==> config.mk <==
export PLATFORM = sky130hd
export DESIGN_NAME = rename_freelist_top
export DESIGN_NICKNAME = d
export VERILOG_FILES = /design/src/verilog/freelist_pkg.sv /design/src/verilog/freelist_if.sv /design/src/verilog/checkpoint_bank.sv /design/src/verilog/freelist_checkpoint.sv /design/src/verilog/prf_fifo.sv /design/src/verilog/rename_freelist_top.sv
export VERILOG_INCLUDE_DIRS = /design/src /design/src/verilog
export SDC_FILE = /design/constraint.sdc
export NUM_CORES = 1
export LEC_CHECK = 0
export ABC_AREA = 1
export BUFFER_PORTS_ARGS = -buffer_cell sky130_fd_sc_hd__buf_2
export CELL_PAD_IN_SITES_DETAIL_PLACEMENT = 1
export CELL_PAD_IN_SITES_GLOBAL_PLACEMENT = 1
export CORE_MARGIN = 2
export CORE_UTILIZATION = 48
export CTS_BUF_LIST = sky130_fd_sc_hd__clkbuf_16
export CTS_CLUSTER_SIZE = 40
export DETAILED_ROUTE_END_ITERATION = 12
export PLACE_DENSITY = 0.86
export SYNTH_ARGS = -nofsm -noshare
export SYNTH_HDL_FRONTEND = slang
export SYNTH_SLANG_ARGS = --single-unit
export TNS_END_PERCENT = 100
==> constraint.sdc <==
create_clock -name clk -period 4 [get_ports clk]
set_input_delay 0.8 -clock clk [delete_from_list [all_inputs] [get_ports clk]]
set_output_delay 0.8 -clock clk [all_outputs]
set_load 0.01 [all_outputs]
==> src/verilog/freelist_params.svh <==
/* Sizing of the rename free list and its checkpoints.
   PRF_COUNT and BANK_DEPTH must be powers of two. */

`ifndef FREELIST_PARAMS_SVH
`define FREELIST_PARAMS_SVH

// Physical register and speculation group widths
`define PRF_WIDTH   6
`define FGR_WIDTH   3

// Register file population
`define PRF_COUNT   64
`define ARCH_COUNT  32

// Checkpoint array shape
`define BANK_COUNT  4
`define BANK_DEPTH  4

`endif

==> src/verilog/freelist_pkg.sv <==
/* Types shared by the free list, the checkpoint banks and their interfaces */

`include "freelist_params.svh"

package freelist_pkg;

    // Physical register number
    typedef logic [`PRF_WIDTH - 1:0] prf_t;

    // Speculation group tag
    typedef logic [`FGR_WIDTH - 1:0] fgr_t;

    // Bookkeeping of one checkpoint bank
    // A bank is free when neither flag is set
    typedef struct packed {
        logic   valid;
        logic   abandoned;
        fgr_t   owner;
    } bank_state_t;

endpackage

==> src/verilog/freelist_if.sv <==
/* Internal channels of the free list. A transfer on acq_if happens on a rising
   edge with valid and ready both high; bank_if carries one bank's controls. */

// Allocation handed from the free pool to the checkpoint array
interface acq_if;
    import freelist_pkg::*;

    logic   valid;
    logic   ready;
    fgr_t   fgr;
    prf_t   prf;

    modport src (
        output valid, fgr, prf,
        input  ready
    );

    modport dst (
        input  valid, fgr, prf,
        output ready
    );
endinterface

// Controls and status of a single checkpoint bank
interface bank_if;
    import freelist_pkg::*;

    logic           alloc;
    logic           pop;
    logic           clear;
    logic           abandon;
    prf_t           prf_in;
    fgr_t           fgr_in;

    bank_state_t    state;
    prf_t           prf_out;
    logic           full;
    logic           empty;

    modport ctrl (
        output alloc, pop, clear, abandon, prf_in, fgr_in,
        input  state, prf_out, full, empty
    );

    modport bank (
        input  alloc, pop, clear, abandon, prf_in, fgr_in,
        output state, prf_out, full, empty
    );
endinterface

==> src/verilog/checkpoint_bank.sv <==
/* One checkpoint bank recording up to BANK_DEPTH PRFs of its owner FGR.
   Pushes and pops never meet in one cycle, since only abandoned banks pop. */

`include "freelist_params.svh"

module checkpoint_bank (
    input  logic    clk,
    input  logic    i_rst_n,
    bank_if.bank    bank
);
    import freelist_pkg::*;

    localparam int FILL_W = $clog2(`BANK_DEPTH + 1);

    bank_state_t         state;
    logic [FILL_W - 1:0] fill;
    logic                last_pop;

    prf_fifo #(
        .DEPTH          (`BANK_DEPTH)
    ) u_fifo (
        .clk            (clk),
        .i_rst_n        (i_rst_n),
        .i_push         (bank.alloc),
        .i_push_prf     (bank.prf_in),
        .i_pop          (bank.pop),
        .i_clear        (bank.clear),
        .o_head_prf     (bank.prf_out),
        .o_full         (bank.full),
        .o_empty        (bank.empty)
    );

    // Entry count so the final writeback can free the bank on its own edge
    always_ff @(posedge clk or negedge i_rst_n) begin
        if (!i_rst_n) begin
            fill <= '0;
        end else if (bank.clear) begin
            fill <= '0;
        end else if (bank.alloc) begin
            fill <= fill + 1'b1;
        end else if (bank.pop) begin
            fill <= fill - 1'b1;
        end
    end

    assign last_pop = bank.pop && (fill == FILL_W'(1));

    // Tag flags and owner
    always_ff @(posedge clk or negedge i_rst_n) begin
        if (!i_rst_n) begin
            state <= '0;
        end else if (bank.clear) begin
            state <= '0;
        end else begin
            if (bank.alloc && !state.valid) begin
                state.valid <= 1'b1;
                state.owner <= bank.fgr_in;
            end
            // An allocation landing on the abandon edge is still written back
            if (bank.abandon) begin
                state.valid     <= 1'b0;
                state.abandoned <= 1'b1;
            end else if (state.abandoned && last_pop) begin
                state.abandoned <= 1'b0;
            end
        end
    end

    assign bank.state = state;

    a_no_alloc_abandoned: assert property (@(posedge clk) disable iff (!i_rst_n)
        bank.alloc |-> !state.abandoned);

    // An abandoned bank always has something left to return
    a_abandoned_holds: assert property (@(posedge clk) disable iff (!i_rst_n)
        state.abandoned |-> !bank.empty);

endmodule

==> src/verilog/freelist_checkpoint.sv <==
/* Checkpoint array. Commit and abandon of the same FGR in one cycle is undefined.
   Every valid bank owning a committed or abandoned FGR is hit at once. */

`include "freelist_params.svh"

module freelist_checkpoint (
    input  logic                clk,
    input  logic                i_rst_n,

    acq_if.dst                  acq,

    input  logic                i_abandon_valid,
    input  freelist_pkg::fgr_t  i_abandon_fgr,

    input  logic                i_commit_valid,
    input  freelist_pkg::fgr_t  i_commit_fgr,

    output logic                o_wb_valid,
    input  logic                i_wb_ready,
    output freelist_pkg::prf_t  o_wb_prf
);
    import freelist_pkg::*;

    localparam int BC = `BANK_COUNT;

    logic [BC - 1:0] own_hit;
    logic [BC - 1:0] free_hit;
    logic [BC - 1:0] alloc_cand;
    logic [BC - 1:0] alloc_sel;
    logic [BC - 1:0] commit_hit;
    logic [BC - 1:0] abandon_hit;
    logic [BC - 1:0] abandoned;
    logic [BC - 1:0] wb_sel;
    prf_t            wb_head [BC];

    // Keeps only the lowest set bit
    function automatic logic [BC - 1:0] lowest(input logic [BC - 1:0] v);
        return v & (~v + 1'b1);
    endfunction

    for (genvar i = 0; i < BC; i++) begin : g_bank
        bank_if bif ();

        checkpoint_bank u_bank (
            .clk        (clk),
            .i_rst_n    (i_rst_n),
            .bank       (bif.bank)
        );

        // Candidates for the incoming allocation
        assign own_hit[i]  = bif.state.valid & ~bif.full & (bif.state.owner == acq.fgr);
        assign free_hit[i] = ~bif.state.valid & ~bif.state.abandoned;

        // Commit and abandon only match banks still speculating
        assign commit_hit[i]  = bif.state.valid & i_commit_valid
                              & (bif.state.owner == i_commit_fgr);
        assign abandon_hit[i] = bif.state.valid & i_abandon_valid
                              & (bif.state.owner == i_abandon_fgr);

        assign abandoned[i] = bif.state.abandoned;

        assign bif.alloc   = alloc_sel[i];
        assign bif.pop     = wb_sel[i] & i_wb_ready;
        assign bif.clear   = commit_hit[i];
        assign bif.abandon = abandon_hit[i];
        assign bif.prf_in  = acq.prf;
        assign bif.fgr_in  = acq.fgr;

        assign wb_head[i] = wb_sel[i] ? bif.prf_out : '0;
    end

    // Owner with room first, then the lowest free bank
    always_comb begin
        if (|own_hit) begin
            alloc_cand = lowest(own_hit);
        end else begin
            alloc_cand = lowest(free_hit);
        end
    end

    assign alloc_sel = alloc_cand & {BC{acq.valid}};
    assign acq.ready = |alloc_sel;

    // Writeback drains banks in index order
    assign wb_sel     = lowest(abandoned);
    assign o_wb_valid = |abandoned;

    always_comb begin
        o_wb_prf = '0;
        for (int i = 0; i < BC; i++) begin
            o_wb_prf = o_wb_prf | wb_head[i];
        end
    end

    a_commit_abandon_clash: assert property (@(posedge clk) disable iff (!i_rst_n)
        !(i_commit_valid && i_abandon_valid && (i_commit_fgr == i_abandon_fgr)));

endmodule

==> src/verilog/prf_fifo.sv <==
/* Circular PRF FIFO, DEPTH a power of two of at least 2. Reset may preload
   PRELOAD_COUNT consecutive numbers from PRELOAD_BASE; clear wins over push. */

module prf_fifo #(
    parameter int DEPTH         = 4,
    parameter int PRELOAD_BASE  = 0,
    parameter int PRELOAD_COUNT = 0
) (
    input  logic                clk,
    input  logic                i_rst_n,
    input  logic                i_push,
    input  freelist_pkg::prf_t  i_push_prf,
    input  logic                i_pop,
    input  logic                i_clear,
    output freelist_pkg::prf_t  o_head_prf,
    output logic                o_full,
    output logic                o_empty
);
    import freelist_pkg::*;

    localparam int PTR_W = $clog2(DEPTH);
    localparam int CNT_W = $clog2(DEPTH + 1);

    prf_t               mem [DEPTH];
    logic [PTR_W - 1:0] rd_ptr;
    logic [PTR_W - 1:0] wr_ptr;
    logic [CNT_W - 1:0] count;

    // Pointers and occupancy
    always_ff @(posedge clk or negedge i_rst_n) begin
        if (!i_rst_n) begin
            rd_ptr <= '0;
            wr_ptr <= PTR_W'(PRELOAD_COUNT);
            count  <= CNT_W'(PRELOAD_COUNT);
        end else if (i_clear) begin
            rd_ptr <= '0;
            wr_ptr <= '0;
            count  <= '0;
        end else begin
            if (i_push) begin
                wr_ptr <= wr_ptr + 1'b1;
            end
            if (i_pop) begin
                rd_ptr <= rd_ptr + 1'b1;
            end
            case ({i_push, i_pop})
                2'b10:   count <= count + 1'b1;
                2'b01:   count <= count - 1'b1;
                default: count <= count;
            endcase
        end
    end

    // Storage, filled with consecutive PRFs on reset when preloading
    if (PRELOAD_COUNT > 0) begin : g_preload
        always_ff @(posedge clk or negedge i_rst_n) begin
            if (!i_rst_n) begin
                for (int i = 0; i < DEPTH; i++) begin
                    mem[i] <= (i < PRELOAD_COUNT) ? prf_t'(PRELOAD_BASE + i) : '0;
                end
            end else if (i_push) begin
                mem[wr_ptr] <= i_push_prf;
            end
        end
    end else begin : g_plain
        always_ff @(posedge clk) begin
            if (i_push) begin
                mem[wr_ptr] <= i_push_prf;
            end
        end
    end

    assign o_head_prf = mem[rd_ptr];
    assign o_full     = (count == CNT_W'(DEPTH));
    assign o_empty    = (count == '0);

    a_no_overflow: assert property (@(posedge clk) disable iff (!i_rst_n)
        i_push && !i_clear |-> !o_full || i_pop);

    a_no_underflow: assert property (@(posedge clk) disable iff (!i_rst_n)
        i_pop && !i_clear |-> !o_empty);

endmodule

==> src/verilog/rename_freelist_top.sv <==
/* Physical register free list with FGR checkpoints. Releases have no back-pressure
   and take the pool push port ahead of abandon writeback. */

`include "freelist_params.svh"

module rename_freelist_top (
    input  logic                clk,
    input  logic                i_rst_n,

    input  logic                i_alloc_valid,
    input  freelist_pkg::fgr_t  i_alloc_fgr,
    output logic                o_alloc_ready,
    output freelist_pkg::prf_t  o_alloc_prf,

    input  logic                i_commit_valid,
    input  freelist_pkg::fgr_t  i_commit_fgr,

    input  logic                i_abandon_valid,
    input  freelist_pkg::fgr_t  i_abandon_fgr,

    input  logic                i_release_valid,
    input  freelist_pkg::prf_t  i_release_prf,

    output logic                o_recovering
);
    import freelist_pkg::*;

    prf_t   pool_head;
    logic   pool_empty;
    logic   pool_push;
    logic   pool_pop;
    prf_t   pool_push_prf;

    logic   wb_valid;
    logic   wb_ready;
    prf_t   wb_prf;

    acq_if acq ();

    // Free pool starts with every non-architectural register
    prf_fifo #(
        .DEPTH          (`PRF_COUNT),
        .PRELOAD_BASE   (`ARCH_COUNT),
        .PRELOAD_COUNT  (`PRF_COUNT - `ARCH_COUNT)
    ) u_pool (
        .clk            (clk),
        .i_rst_n        (i_rst_n),
        .i_push         (pool_push),
        .i_push_prf     (pool_push_prf),
        .i_pop          (pool_pop),
        .i_clear        (1'b0),
        .o_head_prf     (pool_head),
        .o_full         (),
        .o_empty        (pool_empty)
    );

    freelist_checkpoint u_checkpoint (
        .clk                (clk),
        .i_rst_n            (i_rst_n),
        .acq                (acq.dst),
        .i_abandon_valid    (i_abandon_valid),
        .i_abandon_fgr      (i_abandon_fgr),
        .i_commit_valid     (i_commit_valid),
        .i_commit_fgr       (i_commit_fgr),
        .o_wb_valid         (wb_valid),
        .i_wb_ready         (wb_ready),
        .o_wb_prf           (wb_prf)
    );

    // Allocation offered only while the pool has a register
    assign acq.valid = i_alloc_valid & ~pool_empty;
    assign acq.fgr   = i_alloc_fgr;
    assign acq.prf   = pool_head;

    assign pool_pop      = acq.valid & acq.ready;
    assign o_alloc_ready = acq.ready;
    assign o_alloc_prf   = pool_head;

    // Release owns the push port, writeback waits
    assign wb_ready      = ~i_release_valid;
    assign pool_push     = i_release_valid | (wb_valid & wb_ready);
    assign pool_push_prf = i_release_valid ? i_release_prf : wb_prf;

    assign o_recovering = wb_valid;

endmodule
Yosys cells after proc, flatten, opt, wreduce, memory -nomap -nowiden
Memories as Yosys holds them, arrays and structs flattened. Cells that the tools add are included.

Add/subtract/negate cells: 31. Order comparisons: 3. Equal/unequal tests: 30. Multiplexer cells: 81. Bitwise gates (word level): 62. Reduce and logical (&&, ||, !) cells: 50.

Operator list (number): bitwise mux 384 bit (1); two-way mux 3 bit (20); two-way mux 6 bit (8); nonzero test 3 bit (16); binary-select mux 6 bit (select 6 bit) (1); demux 6 bit (select 6 bit) (1); == test 3 bit (12); AND 1 bit (35); two-way mux 2 bit (16); nonzero test 2 bit (13); adder 3 x 1 -> 3 bit, second input constant (8); two-way mux 1 bit (24); case mux 3 bit (2 select lines) (4); subtractor 3 x 1 -> 3 bit, second input constant (8); two-way mux 5 bit (4); bitwise OR 6 bit (3); adder 2 x 1 -> 2 bit, second input constant (8); AND 4 bit (4); >= comparator 7 bit, second input constant (2); inverter 1 bit (14); inverter 6 -> 7 bit (2); case mux 7 bit (2 select lines) (1); logical AND 1 bit (13); adder 4 x 1 -> 4 bit, second input constant (3); 14 further kinds (36).

Register bits after elaboration: 463. RAM bits: 96. Input port bits: 21. Output and inout port bits: 8. Memories kept: 4.

Memory list: u_checkpoint.g_bank[0].u_bank.u_fifo.mem (words 4, width 6, rd ports 1, clocked after memory_dff 0, wr ports 1, RTL line prf_fifo.sv:24) `prf_t mem [DEPTH];`; u_checkpoint.g_bank[1].u_bank.u_fifo.mem (words 4, width 6, rd ports 1, clocked after memory_dff 0, wr ports 1, RTL line prf_fifo.sv:24); u_checkpoint.g_bank[2].u_bank.u_fifo.mem (words 4, width 6, rd ports 1, clocked after memory_dff 0, wr ports 1, RTL line prf_fifo.sv:24); u_checkpoint.g_bank[3].u_bank.u_fifo.mem (words 4, width 6, rd ports 1, clocked after memory_dff 0, wr ports 1, RTL line prf_fifo.sv:24).

Logic depth before layout (Yosys ltp)
Depth in word-level cells: 13. Depth in mapped cells: 25.

Hierarchy
A second synthesis with hierarchy kept.

Cells, all modules: 3380. Area, all modules: 27416.3 µm².

Modules (own cells, without submodules): prf_fifo (u_pool) (times used 1, cells each 2487, area an instance 19348.6 µm², sequential area each 10227.3 µm²); prf_fifo (u_checkpoint.g_bank[0].u_bank.u_fifo ...) (times used 3, cells each 117, area an instance 1337.5 µm², sequential area each 895.9 µm²); checkpoint_bank (times used 4, cells each 49, area an instance 405.4 µm², sequential area each 200.2 µm²); prf_fifo (u_checkpoint.g_bank[1].u_bank.u_fifo) (times used 1, cells each 117, area an instance 1341.3 µm², sequential area each 895.9 µm²); freelist_checkpoint (times used 1, cells each 202, area an instance 987.2 µm², sequential area each 0.0 µm²); rename_freelist_top (times used 1, cells each 27, area an instance 105.1 µm², sequential area each 0.0 µm²).

Worst setup path before layout
Ideal clock, no wire load.

Path kind: input to register. Start: input port i_alloc_fgr[2]. End: register u_pool.count[6]. Setup time: 128 ps. Arrival time: 3239 ps. Path slack: 633 ps. Stages: 25. Cell sequence: buf_6 inv_2 nand2_1 nand2_1 inv_1 nor2_1 nand2_1 and2_0 nor2_1 nand2_1 nand2_1 inv_2 nand3_2 ha_1 inv_1 fa_1 inv_1 nand3_1 nand2_1 nand2_1 nand2_1 a21oi_1 o21ai_0 a21oi_1 xor2_1.

Cells in the longest elaborated chain, start to end: 11. Elaborated cells between the ends (all ways): 20. Classes of those cells: add/sub: 1; eq/ne: 6; mux: 2; bitwise: 8; reduce/logical: 3.

Ends and longest elaborated chain: from (decl) (RTL line rename_freelist_top.sv:11) `input freelist_pkg::fgr_t i_alloc_fgr,`; == test 3 bit (RTL line freelist_checkpoint.sv:51) `assign own_hit[i] = bif.state.valid & ~bif.full & (bif.state.owner == acq.fgr);`; AND 1 bit (RTL line freelist_checkpoint.sv:51); inverter 4 bit (RTL line freelist_checkpoint.sv:38) `return v & (~v + 1'b1);`; adder 4 x 1 -> 4 bit (RTL line freelist_checkpoint.sv:38); AND 4 bit (RTL line freelist_checkpoint.sv:38); two-way mux 4 bit * (RTL line freelist_checkpoint.sv:74) `if (|own_hit) begin`; AND 4 bit * (RTL line freelist_checkpoint.sv:81) `assign alloc_sel = alloc_cand & {BC{acq.valid}};`; OR reduction 4 bit * (RTL line freelist_checkpoint.sv:82) `assign acq.ready = |alloc_sel;`; AND 1 bit * (RTL line rename_freelist_top.sv:75) `assign pool_pop = acq.valid & acq.ready;`; via pool_pop (RTL line rename_freelist_top.sv:31) `logic pool_pop;`; == test 2 x 1 -> 1 bit or == test 2 bit (tied branches) (RTL line prf_fifo.sv:46) `case ({i_push, i_pop})`; case mux 7 bit (2 select lines) or nonzero test 2 bit (tied branches); to (signal assigned) (RTL line prf_fifo.sv:47) `2'b10: count <= count + 1'b1;`; to (signal assigned) (RTL line prf_fifo.sv:48) `2'b01: count <= count - 1'b1;`; to (signal assigned) (RTL line prf_fifo.sv:49) `default: count <= count;`; to (decl) (RTL line prf_fifo.sv:27) `logic [CNT_W - 1:0] count;`.

Mark *: on every way through the listed nets, which the timed path passes. The rest lies on a longest branch. A chain may end at the register's enable or synchronous reset.

Final worst setup path
Start: register u_pool.rd_ptr[0]. End: output port o_alloc_prf[2].

Cells in the longest elaborated chain, start to end: 4.

Ends and longest elaborated chain: from (decl) (RTL line prf_fifo.sv:25) `logic [PTR_W - 1:0] rd_ptr;`; from (signal assigned) (RTL line prf_fifo.sv:44) `rd_ptr <= rd_ptr + 1'b1;`; inverter 6 -> 7 bit (implied by the code) (RTL line prf_fifo.sv:73) `assign o_head_prf = mem[rd_ptr];`; binary-select mux 6 bit (select 6 bit) (RTL line prf_fifo.sv:73); two-way mux 6 bit (implied by the code) (2 in a row) (RTL line prf_fifo.sv:73); to (decl) (RTL line rename_freelist_top.sv:13) `output freelist_pkg::prf_t o_alloc_prf,`.

Every way passes these cells. The select of a mux whose other input is x is not followed.

==> impl_metrics.py <==
metrics = {
    "clocking": {
        "cts_setup_buffers": 0,
        "hold_buffers": 0,
        "cts_buffers": 60,
        "htreeDepth": 2,
        "cts_sinks": 559,
        "clockBufferDepth": 3,
        "root_buffer": "clkbuf_16",
        "insertion_delay_ns": 0.66,
        "cts_tree": "built",
        "clk_pin_slew_worst_paths_ns": 0.07,
    },
    "cells_and_area": {
        "nets": 3537,
        "final_cells": 4288,
        "n_antenna_cell": 0,
        "syn_to_final_growth_pct": 10.64,
        "seq_area_mm2": 0.01462,
        "fill_cells": 7001,
        "multi_input_area_mm2": 0.01204,
        "layout_commonest_cell": "nand2_1",
        "layout_common_cells": "nand2_1 (1102), nand3_1 (406), nor2_1 (364)",
        "drive_above_1_share_pct": 11.18,
    },
    "sta": {
        "layout_min_cycle_time_ns": 3.978,
        "max_freq_mhz": 251.4,
        "skew_ns": 0.04430,
        "hold-worst-slack_ns": 0.1355,
        "fin_crit_sh_pct": 99.46,
        "relSlewSlack_pct": 24.60,
        "setup_viol": 0,
        "drv_slew": 0,
        "tightestPinTransition_ns": 1.131,
        "hold_violations": 0,
    },
    "detailed_routing": {
        "dr.pass1.iters": 6,
        "wl_met3_mm": 6.908,
        "routed.top_layer": "met4",
        "routed_wl_mm": 101.6,
        "dr_total_vias": 26320,
        "wl_met1_mm": 40.21,
        "detail-route-antenna-nets": 0,
        "drc": 0,
        "wl_met2_mm": 49.70,
        "routed_via_density": 6.138,
        "wire_per_inst_um": 23.71,
        "drt_iter0_drc": 2360,
    },
    "worst_setup_path": {
        "crit_path_end_kind": "primary output",
        "crit_chain": "inv_4, buf_12, o21ai_0, o22ai_1, nand2_1, nand2_1, nand2_1, o21ai_1, nand2_1, nand2_1, nand2_1, nand2_2, buf_2",
        "arrival_ns": 3.18,
        "criticalPathCategory": "register to primary output",
        "cpPeakStageDelay_ns": 0.56,
        "crit_slowest_cell": "dfrtp_4",
        "reg2reg_depth": 22,
        "rrSetupSlack_ns": 0.53,
        "cp_max_fo": 67,
        "worstSetupStartpointType": "register",
        "crit_required_ns": 3.20,
        "cp_common_cell": "nand2_1",
    },
    "global_route": {
        "grt_pass1_wl_mm": 158.7,
        "first_global_vias": 28080,
        "grt_max_degree": 142,
        "grt_use_total_pct": 33.46,
        "antenna_found_initial": 0,
        "grt-ovfl-total": 0,
    },
    "synth": {
        "synth_flop_cell": "dfrtp_1",
        "synth_cell_types": 45,
        "ys_ff_latch": 559,
        "ys_seq_area_share_pct": 51.80,
        "syn_nets": 3571,
        "postSynthCellCount": 3505,
        "synth_area_mm2": 0.02821,
        "synth_edf_count": 96,
        "yosys_warnings": 0,
        "synth-async-reset-ratio_pct": 82.83,
        "syn_avg_cell_area_um2": 8.047,
    },
    "floorplan": {
        "core_area_mm2": 0.05792,
        "start_util_pct": 48.70,
        "dieWidth_um": 246.4,
        "num_rows": 88,
        "die_y_um": 246.4,
        "io_pins": 29,
        "die-area_mm2": 0.06072,
    },
    "placed_design": {
        "portBuffers": 28,
        "placed_cells": 4173,
        "dp_hpwl_mm": 62.70,
        "routabilityCongestion": 0.9211,
    },
    "power": {
        "power_density_mw_per_mm2": 927.8,
        "leakagePower_nw": 14.79,
        "total_power_mw": 28.95,
        "ir_worst_vdd_mv": 0.4977,
    },
    "status": {
        "status": "finished clean",
    },
    "min_path": {
        "hold_path.class": "input pin to asynchronous set/reset pin",
    },
    "job": {
        "maxCapViolations": 0,
    },
}
==> critical path: cells and delay by family (launching register included) <==
kind | cells | cell delay, ns
simple gates | 7 | 0.94
buf+inv | 3 | 0.59
flops | 1 | 0.56
compound gates | 3 | 0.39
==> metrics by stage <==
step	util, %	TNS [ns]	area, µm²	setup WS [ns]
after floorplan	-	0	28210	0.6331
after global placement	50.43	0	29200	0.2927
final	53.88	0	31210	0.02151
after detailed placement	50.43	0	29200	0.1090
after global routing	53.88	-0.02808	31210	-0.02808
after CTS	53.84	0	31180	0.03082
==> synth_stat cells, types with 2 or more instances <==
master | count | share of area, %
buf_2 | 64 | 1.1
a221o_1 | 3 | 0.11
inv_1 | 156 | 2.1
nand2_1 | 1103 | 15
a2111oi_0 | 3 | 0.093
and2_1 | 3 | 0.067
a21oi_1 | 64 | 1.1
clkbuf_1 | 76 | 1.0
nor2_2 | 8 | 0.18
nand2_4 | 4 | 0.16
ha_1 | 40 | 1.8
nand3b_1 | 3 | 0.080
dfstp_2 | 114 | 11
fa_1 | 5 | 0.35
nand3_1 | 406 | 7.2
nor3_1 | 11 | 0.20
nor3_2 | 2 | 0.071
xnor2_1 | 8 | 0.25
or2_2 | 5 | 0.11
o221ai_1 | 3 | 0.093
dfrtp_1 | 349 | 31
o2111ai_1 | 2 | 0.062
edfxtp_1 | 96 | 10
o211ai_1 | 6 | 0.16
nand2_2 | 5 | 0.11
clkinv_1 | 3 | 0.040
xor2_1 | 24 | 0.75
nand3_2 | 4 | 0.14
buf_1 | 21 | 0.28
o31ai_1 | 2 | 0.053
buf_4 | 9 | 0.24
nor4_1 | 2 | 0.044
o22ai_1 | 117 | 2.6
o21ai_1 | 38 | 0.67
buf_6 | 3 | 0.12
inv_2 | 56 | 0.75
nand4_2 | 5 | 0.22
nor2_4 | 19 | 0.76
nor2_1 | 364 | 4.8
nand4_4 | 4 | 0.30
nand4_1 | 9 | 0.20
o21ai_0 | 283 | 5.0
==> where the power goes <==
part	internal, mW	switching, mW	leakage (nW)	total (mW)
logic	3.77	9.24	7.22	13.0
registers	8.65	1.60	6.54	10.3
clock network	3.21	2.48	1.03	5.69
total	15.6	13.3	14.8	29.0
==> flip-flops by register name (all words and copies together), names as in the netlist <==
| signal | flops |
|---|---|
| u_pool.rd_ptr | 6 |
| u_checkpoint.g_bank.u_bank.u_fifo.mem | 96 |
| u_pool.wr_ptr | 6 |
| u_checkpoint.g_bank.u_bank.fill | 12 |
| u_checkpoint.g_bank.u_bank.u_fifo.count | 12 |
| u_checkpoint.g_bank.u_bank.u_fifo.wr_ptr | 8 |
| u_checkpoint.g_bank.u_bank.bank.state | 20 |
| u_pool.mem | 384 |
| u_pool.count | 7 |
| u_checkpoint.g_bank.u_bank.u_fifo.rd_ptr | 8 |
==> final cells by class <==
| class | instances | area share, % |
|---|---|---|
| flip-flops and latches | 559 | 46.84 |
| multi-input cells | 2557 | 38.59 |
| clock buffers | 61 | 4.891 |
| well taps | 765 | 3.067 |
| repair buffers | 78 | 2.606 |
| inverters | 215 | 2.594 |
| clock inverters | 53 | 1.415 |
==> final timing paths <==
path,to,from
min,u_pool.mem[90],i_rst_n
max,o_alloc_prf[2],u_pool.rd_ptr[0]
max in group asynchronous,u_pool.mem[300],i_rst_n
max reg2reg,u_pool.count[6],u_checkpoint.g_bank[0].u_bank.bank.state[4]
min reg2reg,u_pool.mem[238],u_pool.mem[238]
min in group clk,u_pool.mem[238],u_pool.mem[238]
==> per-layer routing <==
layer / up-vias / GRT usage, %
li1: 11450 / -
met2: 1187 / 56.82
met3: 340 / 4.641
met4: 0 / 15.84
met5: - / 0
met1: 13340 / 42.17
==> kinds of logic after synthesis <==
| group | count (synthesis) | share of synthesized area, % |
|---|---|---|
| AO/OA/AOI/OAI | 522 | 10.02 |
| adder cells (fa/ha/maj) | 45 | 2.129 |
| buffers and inverters | 389 | 5.665 |
| AND/OR/NAND/NOR | 1958 | 29.39 |
| flip-flops | 559 | 51.80 |
| XOR/XNOR | 32 | 0.9937 |
==> what timing repair did <==
item,in CTS,in global routing
gates cloned,0,1
resized for setup,1,1
setup endpoints to repair,1,5
(Power assumes the default switching activity.)
